### src/slot_regs_pkg.sv
package slot_regs_pkg;

   // --------------------------------------------------
   // slot register map, offset = paddr[5:2]
   // --------------------------------------------------
   typedef enum logic [3:0] {
      DB_ATR_IDLE = 4'd0,   // db gpio word, idle
      DB_ATR_RX   = 4'd1,
      DB_ATR_TX   = 4'd2,
      DB_ATR_FDX  = 4'd3,
      DB_DDR      = 4'd4,   // db direction, 1 = output
      FP_ATR_IDLE = 4'd5,   // front-panel words, same order
      FP_ATR_RX   = 4'd6,
      FP_ATR_TX   = 4'd7,
      FP_ATR_FDX  = 4'd8,
      FP_DDR      = 4'd9,
      MISC_OUT    = 4'd10,
      DB_GPIO_RB  = 4'd11,  // read-only
      MISC_IN_RB  = 4'd12   // read-only
   } slot_reg_t;

   // bit 1 = tx active, bit 0 = rx active
   typedef enum logic [1:0] {
      IDLE        = 2'd0,
      RX_ONLY     = 2'd1,
      TX_ONLY     = 2'd2,
      FULL_DUPLEX = 2'd3
   } atr_state_t;

   // --------------------------------------------------
   // address fields
   // --------------------------------------------------
   localparam int OFFSET_LSB    = 2;
   localparam int OFFSET_MSB    = 5;
   localparam int SLOT_SEL_BIT  = 6;   // 0 = slot 0, 1 = slot 1
   localparam int GLOBAL_BIT    = 7;   // global space, slot bit ignored
   localparam int FP_SRC_OFFSET = 0;   // only global register

endpackage : slot_regs_pkg

### src/radio_cfg_pkg.sv
package radio_cfg_pkg;

   // --------------------------------------------------
   // slot and channel counts
   // --------------------------------------------------
   localparam int NUM_SLOTS      = 2;   // daughterboard slots
   localparam int CHANS_PER_SLOT = 2;   // run flags ORed per slot

   // --------------------------------------------------
   // register bus
   // --------------------------------------------------
   localparam int APB_ADDR_W = 12;      // byte address
   localparam int APB_DATA_W = 32;

   // --------------------------------------------------
   // gpio and led widths
   // --------------------------------------------------
   // defaults only, the top level can override the gpio widths
   localparam int DB_GPIO_W_DEF = 32;   // daughterboard gpio pins
   localparam int FP_GPIO_W_DEF = 12;   // front-panel gpio pins

   // led order, msb first: rx, txrx_tx, txrx_rx
   localparam int LED_W = 3;

endpackage : radio_cfg_pkg
### src/slot_core_top.sv
`timescale 1ns/100ps

module slot_core_top #(
   parameter int DB_GPIO_W = radio_cfg_pkg::DB_GPIO_W_DEF,
   parameter int FP_GPIO_W = radio_cfg_pkg::FP_GPIO_W_DEF
) (
   input  logic                                 radio_clk,
   input  logic                                 i_rst_n,
   // apb slave
   input  logic                                 i_psel,
   input  logic                                 i_penable,
   input  logic                                 i_pwrite,
   input  logic [radio_cfg_pkg::APB_ADDR_W-1:0] i_paddr,
   input  logic [radio_cfg_pkg::APB_DATA_W-1:0] i_pwdata,
   output logic [radio_cfg_pkg::APB_DATA_W-1:0] o_prdata,
   output logic                                 o_pready,
   output logic                                 o_pslverr,
   // channel run flags, slot s owns bits s*2 +: 2
   input  logic [radio_cfg_pkg::NUM_SLOTS*radio_cfg_pkg::CHANS_PER_SLOT-1:0] i_rx_running,
   input  logic [radio_cfg_pkg::NUM_SLOTS*radio_cfg_pkg::CHANS_PER_SLOT-1:0] i_tx_running,
   // daughterboard pins
   input  logic [radio_cfg_pkg::NUM_SLOTS-1:0][DB_GPIO_W-1:0] i_db_gpio_in,
   output logic [radio_cfg_pkg::NUM_SLOTS-1:0][DB_GPIO_W-1:0] o_db_gpio_out,
   output logic [radio_cfg_pkg::NUM_SLOTS-1:0][DB_GPIO_W-1:0] o_db_gpio_ddr,
   // front panel
   input  logic [FP_GPIO_W-1:0]                 i_fp_gpio_in,
   output logic [FP_GPIO_W-1:0]                 o_fp_gpio_out,
   output logic [FP_GPIO_W-1:0]                 o_fp_gpio_ddr,
   // leds and misc
   output logic [radio_cfg_pkg::NUM_SLOTS-1:0][radio_cfg_pkg::LED_W-1:0]      o_radio_led,
   input  logic [radio_cfg_pkg::NUM_SLOTS-1:0][radio_cfg_pkg::APB_DATA_W-1:0] i_misc_in,
   output logic [radio_cfg_pkg::NUM_SLOTS-1:0][radio_cfg_pkg::APB_DATA_W-1:0] o_misc_out
);

   import radio_cfg_pkg::*;
   import slot_regs_pkg::*;

   logic [NUM_SLOTS-1:0][APB_DATA_W-1:0] w_slot_rdata;
   logic [NUM_SLOTS-1:0]                 w_slot_wr_stb;
   slot_reg_t                            w_reg;
   logic [APB_DATA_W-1:0]                w_wdata;
   logic                                 w_fp_src_wr_stb;
   logic [APB_DATA_W-1:0]                w_fp_src_rdata;
   logic [NUM_SLOTS-1:0][FP_GPIO_W-1:0]  w_slot_fp_out;
   logic [NUM_SLOTS-1:0][FP_GPIO_W-1:0]  w_slot_fp_ddr;

   // --------------------------------------------------
   // register access
   // --------------------------------------------------
   apb_slot_decoder u_decoder (
      .radio_clk       (radio_clk),
      .i_rst_n         (i_rst_n),
      .i_psel          (i_psel),
      .i_penable       (i_penable),
      .i_pwrite        (i_pwrite),
      .i_paddr         (i_paddr),
      .i_pwdata        (i_pwdata),
      .o_prdata        (o_prdata),
      .o_pready        (o_pready),
      .o_pslverr       (o_pslverr),
      .i_slot_rdata    (w_slot_rdata),
      .o_slot_wr_stb   (w_slot_wr_stb),
      .o_reg           (w_reg),
      .o_wdata         (w_wdata),
      .i_fp_src_rdata  (w_fp_src_rdata),
      .o_fp_src_wr_stb (w_fp_src_wr_stb)
   );

   // --------------------------------------------------
   // one control block per slot
   // --------------------------------------------------
   for (genvar g = 0; g < NUM_SLOTS; g++) begin : g_slot
      slot_control #(
         .DB_GPIO_W (DB_GPIO_W),
         .FP_GPIO_W (FP_GPIO_W)
      ) u_slot (
         .radio_clk     (radio_clk),
         .i_rst_n       (i_rst_n),
         .i_wr_stb      (w_slot_wr_stb[g]),
         .i_reg         (w_reg),
         .i_wdata       (w_wdata),
         .o_rdata       (w_slot_rdata[g]),
         .i_rx_running  (i_rx_running[g*CHANS_PER_SLOT +: CHANS_PER_SLOT]),
         .i_tx_running  (i_tx_running[g*CHANS_PER_SLOT +: CHANS_PER_SLOT]),
         .i_db_gpio_in  (i_db_gpio_in[g]),
         .o_db_gpio_out (o_db_gpio_out[g]),
         .o_db_gpio_ddr (o_db_gpio_ddr[g]),
         .i_fp_gpio_in  (i_fp_gpio_in),      // every slot sees the panel pins
         .o_fp_gpio_out (w_slot_fp_out[g]),
         .o_fp_gpio_ddr (w_slot_fp_ddr[g]),
         .o_led         (o_radio_led[g]),
         .i_misc_in     (i_misc_in[g]),
         .o_misc_out    (o_misc_out[g])
      );
   end

   // front-panel source select
   fp_gpio_mux #(.FP_GPIO_W(FP_GPIO_W)) u_fp_mux (
      .radio_clk     (radio_clk),
      .i_rst_n       (i_rst_n),
      .i_wr_stb      (w_fp_src_wr_stb),
      .i_wdata       (w_wdata),
      .o_src_rdata   (w_fp_src_rdata),
      .i_slot_fp_out (w_slot_fp_out),
      .i_slot_fp_ddr (w_slot_fp_ddr),
      .o_fp_gpio_out (o_fp_gpio_out),
      .o_fp_gpio_ddr (o_fp_gpio_ddr)
   );

endmodule : slot_core_top

### src/fp_gpio_mux.sv
`timescale 1ns/100ps

module fp_gpio_mux #(
   parameter int FP_GPIO_W = 12
) (
   input  logic                                 radio_clk,
   input  logic                                 i_rst_n,
   input  logic                                 i_wr_stb,
   input  logic [radio_cfg_pkg::APB_DATA_W-1:0] i_wdata,
   output logic [radio_cfg_pkg::APB_DATA_W-1:0] o_src_rdata,
   input  logic [radio_cfg_pkg::NUM_SLOTS-1:0][FP_GPIO_W-1:0] i_slot_fp_out,
   input  logic [radio_cfg_pkg::NUM_SLOTS-1:0][FP_GPIO_W-1:0] i_slot_fp_ddr,
   output logic [FP_GPIO_W-1:0]                 o_fp_gpio_out,
   output logic [FP_GPIO_W-1:0]                 o_fp_gpio_ddr
);

   import radio_cfg_pkg::*;

   logic [2*FP_GPIO_W-1:0] r_fp_src;    // 2 bits per pin
   logic [2*FP_GPIO_W-1:0] r_src_meta;  // sync stage 1
   logic [2*FP_GPIO_W-1:0] r_src_sync;  // sync stage 2

   always_ff @(posedge radio_clk) begin
      if (!i_rst_n) begin
         r_fp_src   <= '0;
         r_src_meta <= '0;
         r_src_sync <= '0;
      end else begin
         if (i_wr_stb) begin
            r_fp_src <= (2*FP_GPIO_W)'(i_wdata);
         end
         r_src_meta <= r_fp_src;
         r_src_sync <= r_src_meta;
      end
   end

   assign o_src_rdata = APB_DATA_W'(r_fp_src);

   // --------------------------------------------------
   // per-pin source select, 0 = slot 0, else slot 1
   // --------------------------------------------------
   always_ff @(posedge radio_clk) begin
      if (!i_rst_n) begin
         o_fp_gpio_out <= '0;
         o_fp_gpio_ddr <= '0;
      end else begin
         for (int p = 0; p < FP_GPIO_W; p++) begin
            o_fp_gpio_out[p] <= i_slot_fp_out[|r_src_sync[2*p +: 2]][p];
            o_fp_gpio_ddr[p] <= i_slot_fp_ddr[|r_src_sync[2*p +: 2]][p];
         end
      end
   end

endmodule : fp_gpio_mux

### src/slot_control.sv
`timescale 1ns/100ps

module slot_control #(
   parameter int DB_GPIO_W = 32,
   parameter int FP_GPIO_W = 12
) (
   input  logic                                    radio_clk,
   input  logic                                    i_rst_n,
   input  logic                                    i_wr_stb,
   input  slot_regs_pkg::slot_reg_t                i_reg,
   input  logic [radio_cfg_pkg::APB_DATA_W-1:0]    i_wdata,
   output logic [radio_cfg_pkg::APB_DATA_W-1:0]    o_rdata,
   input  logic [radio_cfg_pkg::CHANS_PER_SLOT-1:0] i_rx_running,
   input  logic [radio_cfg_pkg::CHANS_PER_SLOT-1:0] i_tx_running,
   input  logic [DB_GPIO_W-1:0]                    i_db_gpio_in,
   output logic [DB_GPIO_W-1:0]                    o_db_gpio_out,
   output logic [DB_GPIO_W-1:0]                    o_db_gpio_ddr,
   input  logic [FP_GPIO_W-1:0]                    i_fp_gpio_in,
   output logic [FP_GPIO_W-1:0]                    o_fp_gpio_out,
   output logic [FP_GPIO_W-1:0]                    o_fp_gpio_ddr,
   output logic [radio_cfg_pkg::LED_W-1:0]         o_led,
   input  logic [radio_cfg_pkg::APB_DATA_W-1:0]    i_misc_in,
   output logic [radio_cfg_pkg::APB_DATA_W-1:0]    o_misc_out
);

   import radio_cfg_pkg::*;
   import slot_regs_pkg::*;

   atr_state_t            r_atr_state;
   logic                  w_db_wr;
   logic                  w_fp_wr;
   logic [2:0]            w_fp_sel;
   logic [DB_GPIO_W-1:0]  w_db_rb;
   logic [FP_GPIO_W-1:0]  w_fp_rb;
   logic [APB_DATA_W-1:0] r_misc_out;
   logic [APB_DATA_W-1:0] r_misc_in;

   // --------------------------------------------------
   // atr state from both channels
   // --------------------------------------------------
   always_ff @(posedge radio_clk) begin
      if (!i_rst_n) begin
         r_atr_state <= IDLE;
      end else begin
         r_atr_state <= atr_state_t'({|i_tx_running, |i_rx_running});
      end
   end

   // leds: rx only, any tx, full duplex
   always_ff @(posedge radio_clk) begin
      if (!i_rst_n) begin
         o_led <= '0;
      end else begin
         o_led <= {r_atr_state == RX_ONLY,
                   r_atr_state == TX_ONLY || r_atr_state == FULL_DUPLEX,
                   r_atr_state == FULL_DUPLEX};
      end
   end

   // --------------------------------------------------
   // gpio banks, db at 0-4, fp at 5-9
   // --------------------------------------------------
   assign w_db_wr  = i_wr_stb & (i_reg <= DB_DDR);
   assign w_fp_wr  = i_wr_stb & (i_reg >= FP_ATR_IDLE) & (i_reg <= FP_DDR);
   assign w_fp_sel = 3'(i_reg - FP_ATR_IDLE);   // rebase to 0-4

   db_gpio_atr #(.GPIO_W(DB_GPIO_W)) u_db_atr (
      .radio_clk   (radio_clk),
      .i_rst_n     (i_rst_n),
      .i_wr_stb    (w_db_wr),
      .i_sel       (i_reg[2:0]),
      .i_wdata     (i_wdata[DB_GPIO_W-1:0]),
      .i_atr_state (r_atr_state),
      .o_gpio_out  (o_db_gpio_out),
      .o_gpio_ddr  (o_db_gpio_ddr),
      .o_rb        (w_db_rb)
   );

   db_gpio_atr #(.GPIO_W(FP_GPIO_W)) u_fp_atr (
      .radio_clk   (radio_clk),
      .i_rst_n     (i_rst_n),
      .i_wr_stb    (w_fp_wr),
      .i_sel       (w_fp_sel),
      .i_wdata     (i_wdata[FP_GPIO_W-1:0]),
      .i_atr_state (r_atr_state),
      .o_gpio_out  (o_fp_gpio_out),
      .o_gpio_ddr  (o_fp_gpio_ddr),
      .o_rb        (w_fp_rb)
   );

   // --------------------------------------------------
   // misc registers
   // --------------------------------------------------
   always_ff @(posedge radio_clk) begin
      if (!i_rst_n) begin
         r_misc_out <= '0;
      end else if (i_wr_stb && i_reg == MISC_OUT) begin
         r_misc_out <= i_wdata;
      end
   end

   always_ff @(posedge radio_clk) begin
      if (!i_rst_n) begin
         r_misc_in <= '0;
      end else begin
         r_misc_in <= i_misc_in;   // one input stage
      end
   end

   assign o_misc_out = r_misc_out;

   // readback, all 13 offsets
   always_comb begin
      case (i_reg)
         DB_ATR_IDLE, DB_ATR_RX, DB_ATR_TX, DB_ATR_FDX, DB_DDR:
            o_rdata = APB_DATA_W'(w_db_rb);
         FP_ATR_IDLE, FP_ATR_RX, FP_ATR_TX, FP_ATR_FDX:
            o_rdata = APB_DATA_W'(w_fp_rb);
         // front-panel pins sit just above the direction bits
         FP_DDR:     o_rdata = APB_DATA_W'({i_fp_gpio_in, w_fp_rb});
         MISC_OUT:   o_rdata = r_misc_out;
         DB_GPIO_RB: o_rdata = APB_DATA_W'(i_db_gpio_in);   // live pins
         MISC_IN_RB: o_rdata = r_misc_in;
         default:    o_rdata = '0;
      endcase
   end

endmodule : slot_control

### src/apb_slot_decoder.sv
`timescale 1ns/100ps

module apb_slot_decoder (
   input  logic                                   radio_clk,
   input  logic                                   i_rst_n,
   // apb slave side
   input  logic                                   i_psel,
   input  logic                                   i_penable,
   input  logic                                   i_pwrite,
   input  logic [radio_cfg_pkg::APB_ADDR_W-1:0]   i_paddr,
   input  logic [radio_cfg_pkg::APB_DATA_W-1:0]   i_pwdata,
   output logic [radio_cfg_pkg::APB_DATA_W-1:0]   o_prdata,
   output logic                                   o_pready,
   output logic                                   o_pslverr,
   // slot side
   input  logic [radio_cfg_pkg::NUM_SLOTS-1:0][radio_cfg_pkg::APB_DATA_W-1:0] i_slot_rdata,
   output logic [radio_cfg_pkg::NUM_SLOTS-1:0]    o_slot_wr_stb,
   output slot_regs_pkg::slot_reg_t               o_reg,
   output logic [radio_cfg_pkg::APB_DATA_W-1:0]   o_wdata,
   // global space
   input  logic [radio_cfg_pkg::APB_DATA_W-1:0]   i_fp_src_rdata,
   output logic                                   o_fp_src_wr_stb
);

   import radio_cfg_pkg::*;
   import slot_regs_pkg::*;

   logic [3:0] w_offset;
   logic       w_global;
   logic       w_slot;
   logic       w_bad_off;
   logic       w_ro_write;
   logic       w_err;
   logic       w_apb_acc;
   logic       w_wr_ok;
   logic       r_setup_done;   // previous cycle was a setup phase

   // --------------------------------------------------
   // address split and access checks
   // --------------------------------------------------
   assign w_offset = i_paddr[OFFSET_MSB:OFFSET_LSB];
   assign w_global = i_paddr[GLOBAL_BIT];
   assign w_slot   = i_paddr[SLOT_SEL_BIT];

   // global space holds FP_SRC only
   assign w_bad_off = w_global ? (w_offset != 4'(FP_SRC_OFFSET))
                               : (w_offset > MISC_IN_RB);

   // readback registers take no writes
   assign w_ro_write = ~w_global & i_pwrite &
                       ((w_offset == DB_GPIO_RB) || (w_offset == MISC_IN_RB));

   assign w_err = w_bad_off | w_ro_write;

   // --------------------------------------------------
   // apb handshake, no wait states
   // --------------------------------------------------
   assign w_apb_acc = i_psel & i_penable;
   assign o_pready  = w_apb_acc;
   assign o_pslverr = w_apb_acc & w_err;

   always_ff @(posedge radio_clk) begin
      if (!i_rst_n) begin
         r_setup_done <= 1'b0;
      end else begin
         r_setup_done <= i_psel & ~i_penable;
      end
   end

   // write lands on the edge ending the access phase
   assign w_wr_ok = w_apb_acc & r_setup_done & i_pwrite & ~w_err;

   always_comb begin
      for (int s = 0; s < NUM_SLOTS; s++) begin
         o_slot_wr_stb[s] = w_wr_ok & ~w_global & (int'(w_slot) == s);
      end
   end

   assign o_fp_src_wr_stb = w_wr_ok & w_global;
   assign o_reg           = slot_reg_t'(w_offset);  // shared by all slots
   assign o_wdata         = i_pwdata;

   // read mux, zero on error
   always_comb begin
      if (w_err) begin
         o_prdata = '0;
      end else if (w_global) begin
         o_prdata = i_fp_src_rdata;
      end else begin
         o_prdata = i_slot_rdata[w_slot];
      end
   end

endmodule : apb_slot_decoder

### src/db_gpio_atr.sv
`timescale 1ns/100ps

module db_gpio_atr #(
   parameter int GPIO_W = 32
) (
   input  logic                      radio_clk,
   input  logic                      i_rst_n,
   input  logic                      i_wr_stb,
   input  logic [2:0]                i_sel,      // 0-3 atr words, 4 ddr
   input  logic [GPIO_W-1:0]         i_wdata,
   input  slot_regs_pkg::atr_state_t i_atr_state,
   output logic [GPIO_W-1:0]         o_gpio_out,
   output logic [GPIO_W-1:0]         o_gpio_ddr,
   output logic [GPIO_W-1:0]         o_rb
);

   logic [GPIO_W-1:0] r_atr [4];   // indexed by atr state
   logic [GPIO_W-1:0] r_ddr;

   // --------------------------------------------------
   // register bank
   // --------------------------------------------------
   always_ff @(posedge radio_clk) begin
      if (!i_rst_n) begin
         for (int k = 0; k < 4; k++) begin
            r_atr[k] <= '0;
         end
         r_ddr <= '0;
      end else if (i_wr_stb) begin
         if (i_sel == 3'd4) begin
            r_ddr <= i_wdata;
         end else if (i_sel < 3'd4) begin
            r_atr[i_sel[1:0]] <= i_wdata;
         end
      end
   end

   // output word follows the state, one cycle behind
   always_ff @(posedge radio_clk) begin
      if (!i_rst_n) begin
         o_gpio_out <= '0;
         o_gpio_ddr <= '0;
      end else begin
         o_gpio_out <= r_atr[i_atr_state];
         o_gpio_ddr <= r_ddr;   // same latency as the data word
      end
   end

   // readback of the addressed word
   always_comb begin
      if (i_sel == 3'd4) begin
         o_rb = r_ddr;
      end else if (i_sel < 3'd4) begin
         o_rb = r_atr[i_sel[1:0]];
      end else begin
         o_rb = '0;
      end
   end

endmodule : db_gpio_atr

### config.mk
export PLATFORM = sky130hd
export DESIGN_NAME = slot_core_top
export DESIGN_NICKNAME = d
export VERILOG_FILES = /design/src/slot_regs_pkg.sv /design/src/radio_cfg_pkg.sv /design/src/slot_core_top.sv /design/src/fp_gpio_mux.sv /design/src/slot_control.sv /design/src/apb_slot_decoder.sv /design/src/db_gpio_atr.sv
export SDC_FILE = /design/constraint.sdc
export NUM_CORES = 1
export LEC_CHECK = 0
export ABC_CLOCK_PERIOD_IN_PS = 12120
export BUFFER_PORTS_ARGS = -buffer_cell sky130_fd_sc_hd__buf_2
export CORE_ASPECT_RATIO = 1.2
export CORE_MARGIN = 2
export CORE_UTILIZATION = 35
export CTS_CLUSTER_DIAMETER = 40
export DETAILED_ROUTE_END_ITERATION = 6
export GPL_TIMING_DRIVEN = 0
export PLACE_DENSITY = 0.53
export SETUP_SLACK_MARGIN = 0.05
export SKIP_CTS_REPAIR_TIMING = 1
export SYNTH_ARGS = -nofsm -noshare
export SYNTH_HDL_FRONTEND = slang
export SYNTH_SLANG_ARGS = --single-unit
### constraint.sdc
create_clock -name radio_clk -period 12.12 [get_ports radio_clk]
set_clock_uncertainty 0.15 [all_clocks]
set_input_delay 1.818 -clock radio_clk [delete_from_list [all_inputs] [get_ports radio_clk]]
set_output_delay 1.818 -clock radio_clk [all_outputs]
set_load 0.005 [all_outputs]
### After elaboration in Yosys (flattened, before gate mapping)

Memories as Yosys holds them, arrays and structs flattened. A register that Yosys moved wholly into a read port is not among the register bits.
Cells that the tools add are included.

| storage, ports and cells | value |
|---|---|
| flip-flop bits (word level) | 411 |
| bits in latches | 0 |
| bits in writable memories | 352 |
| bits in read-only memories | 0 |
| input bits | 197 |
| output and inout bits | 256 |
| word-level logic and storage cells | 218 |
| memories kept | 4 |

Memory list:

| memory | depth | width | rd ports | clocked after Yosys merged registers in | write ports | RTL line | text |
|---|---|---|---|---|---|---|---|
| g_slot[0].u_slot.u_db_atr.r_atr | 4 | 32 | 2 | 1 | 4 | db_gpio_atr.sv:17 | `logic [GPIO_W-1:0] r_atr [4];` |
| g_slot[1].u_slot.u_db_atr.r_atr | 4 | 32 | 2 | 1 | 4 | db_gpio_atr.sv:17 |  |
| g_slot[0].u_slot.u_fp_atr.r_atr | 4 | 12 | 2 | 1 | 4 | db_gpio_atr.sv:17 |  |
| g_slot[1].u_slot.u_fp_atr.r_atr | 4 | 12 | 2 | 1 | 4 | db_gpio_atr.sv:17 |  |

| cells by class | value |
|---|---|
| $add $sub $neg | 1 |
| multipliers | 0 |
| divide/modulo/power cells | 0 |
| order comparisons | 19 |
| equal/unequal tests | 20 |
| shifts and indexed selects | 0 |
| multiplexer cells | 92 |
| bitwise gates (word level) | 23 |
| reductions and logical operators | 37 |

Operator list:

| operator | number |
|---|---|
| $pmux 32 s6 | 2 |
| $mux 32 | 10 |
| $mux 12 | 10 |
| $reduce_or 32->1 | 2 |
| $mux 11 | 4 |
| $mux 10 | 4 |
| $mux 9 | 4 |
| $mux 8 | 4 |
| $reduce_or 2->1 | 16 |
| $mux 7 | 4 |
| $lt 1x2->1 const B | 13 |
| $mux 1 | 26 |
| $mux 6 | 4 |
| $reduce_or 12->1 | 2 |
| $eq 4x4->1 const B | 5 |
| $mux 5 | 4 |
| $and 1x1->1 | 18 |
| $eq 4x3->1 const B | 4 |
| $mux 2 | 8 |
| $mux 4 | 4 |
| $mux 3 | 4 |
| $eq 2x2->1 const B | 4 |
| $eq 4x2->1 const B | 2 |
| $reduce_and 2->1 | 4 |
| 18 further kinds | 30 |

### Logic depth before layout (Yosys ltp)

| depth | value |
|---|---|
| depth after elaboration | 15 |
| gate-level depth with buffers | 14 |
| gate-level depth less buffers | 7 |

### Cells and area by module

Synthesis repeated with hierarchy kept, for this count alone.

| second synthesis, totals | value |
|---|---|
| cells, all modules | 3260 |
| area total of the unflattened synthesis | 38136.6 sq um |

By module, submodules not included:

| module | times used | cells each | area an instance (sq um) | seq. area each (sq um) |
|---|---|---|---|---|
| db_gpio_atr (g_slot[0].u_slot.u_db_atr) | 1 | 748 | 9671.8 | 5765.5 |
| db_gpio_atr (g_slot[1].u_slot.u_db_atr) | 1 | 747 | 9539.1 | 5765.5 |
| db_gpio_atr (g_slot[0].u_slot.u_fp_atr ...) | 2 | 290 | 3684.8 | 2162.1 |
| slot_control | 2 | 366 | 3393.3 | 1381.3 |
| fp_gpio_mux | 1 | 289 | 3254.4 | 1921.8 |
| apb_slot_decoder | 1 | 164 | 1515.2 | 20.0 |

### Least setup slack after synthesis

No wires, ideal clock.

| timing path | value |
|---|---|
| path type | input to register |
| start point | input port i_paddr[2] in the netlist's numbering |
| end point | memory g_slot[1].u_slot.u_db_atr.r_atr[2][0] (enable) |
| library setup time | 0.466 ns |
| data arrival time | 6.334 ns |
| data required time | 11.504 ns |
| setup slack | 5.170 ns |
| stages on the path | 11 |
| path buffers | 5 |
| path through | buf_2 buf_2 buf_4 buf_4 inv_1 ha_1 mux2_4 a311oi_2 nand3_1 clkbuf_1 o21ai_0 |

RTL lines:

| element | RTL line | text |
|---|---|---|
| start: declaration | slot_core_top.sv:13 | `input logic [radio_cfg_pkg::APB_ADDR_W-1:0] i_paddr,` |
| end: declaration | db_gpio_atr.sv:17 |  |

### Worst setup path after layout

| timing path | value |
|---|---|
| start point | input port i_paddr[2] in the netlist's numbering |
| end point | output port o_prdata[10] in the netlist's numbering |

| between the ends | value |
|---|---|
| word-level cells in the longest chain between the ends | 9 |
| elaborated cells between the ends (all ways) | 44 |
| those cells by class | 1 x add/sub; 3 x order compare; 14 x eq/ne; 15 x mux; 2 x bitwise; 5 x reduce/logical; 4 x memory |

RTL lines:

| element | RTL line | text |
|---|---|---|
| $sub 3x3->3 | slot_control.sv:65 | `assign w_fp_sel = 3'(i_reg - FP_ATR_IDLE);` |
| $lt 3x3->1 or $mem_v2 4x12 (tied branches) | -- |  |
| $mux 12 | db_gpio_atr.sv:53 | `end else if (i_sel < 3'd4) begin` |
| $mux 12 | db_gpio_atr.sv:51 | `if (i_sel == 3'd4) begin` |
| $pmux 32 s6 | slot_control.sv:114 | `case (i_reg)` |
| $mux 32 (implied by the code) (2 in series) | apb_slot_decoder.sv:90 | `o_prdata = i_slot_rdata[w_slot];` |
| $mux 32 | apb_slot_decoder.sv:87 | `end else if (w_global) begin` |
| $mux 32 * | apb_slot_decoder.sv:85 | `if (w_err) begin` |
| end: declaration | slot_core_top.sv:15 | `output logic [radio_cfg_pkg::APB_DATA_W-1:0] o_prdata,` |

Mark *: on every way between the ends. The rest lies on a longest branch, timed or not. The select of a mux whose other input is x is not followed.

==> run summary <==
status: finished clean
First-pass DRT Iterations: 6
CTS Buffer Depth: 3
RSZ-0062 raised after global routing: no
EDFF count, synth: 352
most frequent CP cell: buf_2
Initial Util: 0.353
WHS: 0.285 ns
grt ovf: 0
initial antenna violation count: 21
Worst Tran Pin Value: 1.24 ns
peak fanout along the critical path: 10
kind of critical path: in2out
Clk pin slew, worst setup/hold paths: 0.06 ns
Final Cycle Share: 0.707
DRT antenna net count: 0
Slew Viols, Final: 0
ranking of synthesized cells by area: edfxtp_1, dfxtp_1, and2_1
post-layout min period: 8.56 ns
# port buffers: 433
Rel. slew slack: 0.172
final std cells w/o fill: 5181
row cnt: 129
worst path cell trace: buf_2 -> buf_2 -> buf_2 -> buf_4 -> buf_4 -> inv_1 -> ha_1 -> clkbuf_1 -> and3b_1 -> clkbuf_1 -> clkbuf_1 -> a22o_1 -> a211oi_1 -> o2111ai_1 -> a32o_1 -> buf_2
Synth Net Count: 3321
DIE HEIGHT: 357 um
Leak Pwr: 17.4 nW
FF+latch count, synth: 851
die area: 107000 um2
count of final setup violators: 0
Setup WS post-layout: 3.56 ns
number of fill cells: 9856
Worst Path Required: 10.15 ns
top_reg_cell synth: dfxtp_1
number of global-route vias before repair: 27300
synthesized instance count: 3118
share of the synthesized area in the top cell type: 0.291
I/O pin count: 453
Worst VDD drop: 0.111 mV
GRT Util Overall: 0.275
Placeable Area: 103000 um2
Final TNS setup: 0 ns
ys async rst share: 0
crit path launch type: input pin
first-pass GRT wire length: 207000 um
GP Congestion: 0.967
total routed wirelength: 150000 um
area delta synth->final: 23.1%
post-synth top area cell: edfxtp_1
Die Wd: 298 um
Ys Warns: 0
post-synthesis sequential area ratio: 0.565
Finished Core Util: 0.434
Final HPWL DP: 116000 um
setup slack after placement: 3.72 ns
mapped cell area: 36400 um2
Placed Cells incl. Taps: 4940
Clk Latency, worst-skew pair: 0.73 ns
clock sink total: 851
H-tree levels: 3
1st-iter DRT viols: 3184
largest net degree at the start of global routing: 23
total CTS buffers: 120
hold crit path type: reg2reg
root buf cell: clkbuf_16
Post-route DRC: 0
Avg Inst Size Synth: 11.7 um2
vias per inst: 5.45
WL/cell: 28.9 um
pwr/cell area: 162 nW/um2
Nets: 3890
cell with the largest stage delay on the worst path: clkbuf_1
Final Hold Violating Endpoints: 0
CTS tree: yes
CP max stage delay: 0.51 ns
count of cell types in the netlist: 64
max_cap viols: 0
achievable clock frequency: 117 MHz
Worst Setup End Kind: output port
via count: 28200
Critical Path AT: 6.60 ns
layout cell share with drive strength beyond 1: 0.238
[cell usage after synthesis, types with 3 or more instances]
| library cell | instances |
|---|---|
| o2111ai_1 | 17 |
| nand2_1 | 414 |
| o21ai_0 | 98 |
| mux4_2 | 170 |
| a211oi_1 | 5 |
| mux2i_1 | 11 |
| nor3_1 | 5 |
| nand3_1 | 30 |
| o22ai_1 | 13 |
| a21boi_1 | 102 |
| and3_1 | 34 |
| ha_1 | 6 |
| and3b_1 | 4 |
| a22o_1 | 30 |
| buf_6 | 6 |
| dfxtp_1 | 499 |
| a32o_1 | 21 |
| nand2b_1 | 8 |
| buf_1 | 15 |
| nor2_1 | 38 |
| clkbuf_1 | 214 |
| a21o_1 | 4 |
| o21a_1 | 4 |
| o211ai_1 | 17 |
| nand4_1 | 6 |
| a221oi_1 | 7 |
| nor4_4 | 4 |
| and4_1 | 12 |
| o31ai_1 | 13 |
| a22oi_1 | 74 |
| o2bb2ai_1 | 3 |
| nor2b_1 | 3 |
| buf_2 | 47 |
| and2_1 | 647 |
| a221o_1 | 4 |
| a21boi_0 | 53 |
| o21ai_1 | 14 |
| a32oi_1 | 3 |
| a21oi_1 | 72 |
| edfxtp_1 | 352 |
| inv_1 | 4 |
| o221ai_1 | 4 |
[cell families after synthesis]
kind of cell / Yosys count / share of synthesized area
mux: 184 / 0.109
compound gates: 567 / 0.109
buf+inv: 290 / 0.0330
fa+ha+maj: 6 / 0.00206
xor+xnor: 2 / 0.000482
simple gates: 1218 / 0.181
flops: 851 / 0.565
[area by class of cell]
| class | instances | area, um2 | share of cell area |
|---|---|---|---|
| Antenna cell | 11 | 27.5 | 0.000615 |
| Clock buffer | 155 | 3360 | 0.0751 |
| Tap cell | 1375 | 1720 | 0.0384 |
| Buffer | 284 | 1180 | 0.0263 |
| Multi-Input combinational cell | 1977 | 14700 | 0.328 |
| Timing Repair Buffer | 447 | 2380 | 0.0532 |
| Sequential cell | 851 | 20600 | 0.459 |
| Inverter | 6 | 22.5 | 0.000503 |
| Clock inverter | 75 | 833 | 0.0186 |
[critical path: cells and delay by family]
kind	cells	cell delay, ns
buf+inv	10	2.74
compound gates	4	1.47
fa+ha+maj	1	0.27
simple gates	1	0.27
[layer usage]
| layer | global-route usage | up-vias | share of wire |
|---|---|---|---|
| li1 | - | 12300 | - |
| met1 | 0.364 | 14200 | 0.41 |
| met2 | 0.444 | 1421 | 0.47 |
| met3 | 0.0531 | 270 | 0.081 |
| met4 | 0.110 | 10 | 0.039 |
| met5 | 0 | - | 0.00044 |
[state kept, by name (all words and copies together) (netlist names), 64 cells and up]
name                               count
g_slot.u_slot.o_misc_out              64
g_slot.u_slot.r_misc_in               64
g_slot.u_slot.u_db_atr.r_ddr          64
g_slot.u_slot.u_db_atr.o_gpio_ddr     64
g_slot.u_slot.u_fp_atr.r_atr          96
g_slot.u_slot.u_db_atr.r_atr         256
g_slot.u_slot.u_db_atr.o_gpio_out     64
[power breakdown]
part	internal, mW	switching (mW)	total [mW]
clock network	2.22	1.43	3.65
logic	0.183	0.345	0.528
registers	3.04	0.0282	3.07
total	5.44	1.81	7.24
[through the flow]
stage / cell area [um2] / total power [mW]
floorplan: 36400 / 3.38
global placement: 40300 / 3.64
detailed placement: 40500 / 3.65
CTS: 44700 / 7.27
global route: 44700 / 7.43
finish: 44800 / 7.24
[final timing paths]
kind,startpoint,end,slack (ns),cells after the start
setup reg to reg,u_decoder.r_setup_done,g_slot[1].u_slot.u_db_atr.r_atr[3][23],8.65,6
hold reg to reg,u_fp_mux.r_src_meta[7],u_fp_mux.r_src_sync[7],0.29,1
hold / removal,u_fp_mux.r_src_meta[7],u_fp_mux.r_src_sync[7],0.29,1
setup / recovery,i_paddr[2],o_prdata[10],3.56,16
[cells in the final DEF, fill, tap and decap left out, drive strengths merged, types with 5 or more instances in the layout]
| master | synthesis | layout |
|---|---|---|
| a211oi | 5 | 5 |
| a21boi | 155 | 155 |
| a21oi | 72 | 72 |
| a221oi | 7 | 7 |
| a22o | 30 | 30 |
| a22oi | 74 | 74 |
| a32o | 21 | 21 |
| and2 | 647 | 647 |
| and3 | 36 | 36 |
| and4 | 12 | 12 |
| buf | 70 | 517 |
| bufinv | 0 | 11 |
| clkbuf | 214 | 369 |
| clkinv | 2 | 26 |
| clkinvlp | 0 | 14 |
| dfxtp | 499 | 499 |
| diode | 0 | 11 |
| edfxtp | 352 | 352 |
| ha | 6 | 6 |
| inv | 4 | 30 |
| mux2i | 11 | 11 |
| mux4 | 170 | 170 |
| nand2 | 414 | 414 |
| nand2b | 8 | 8 |
| nand3 | 31 | 31 |
| nand4 | 6 | 6 |
| nor2 | 38 | 38 |
| nor3 | 5 | 5 |
| nor4 | 8 | 8 |
| o2111ai | 17 | 17 |
| o211ai | 17 | 17 |
| o21ai | 112 | 112 |
| o22ai | 13 | 13 |
| o31ai | 13 | 13 |
No activity file was read; power rests on OpenSTA's default activity.
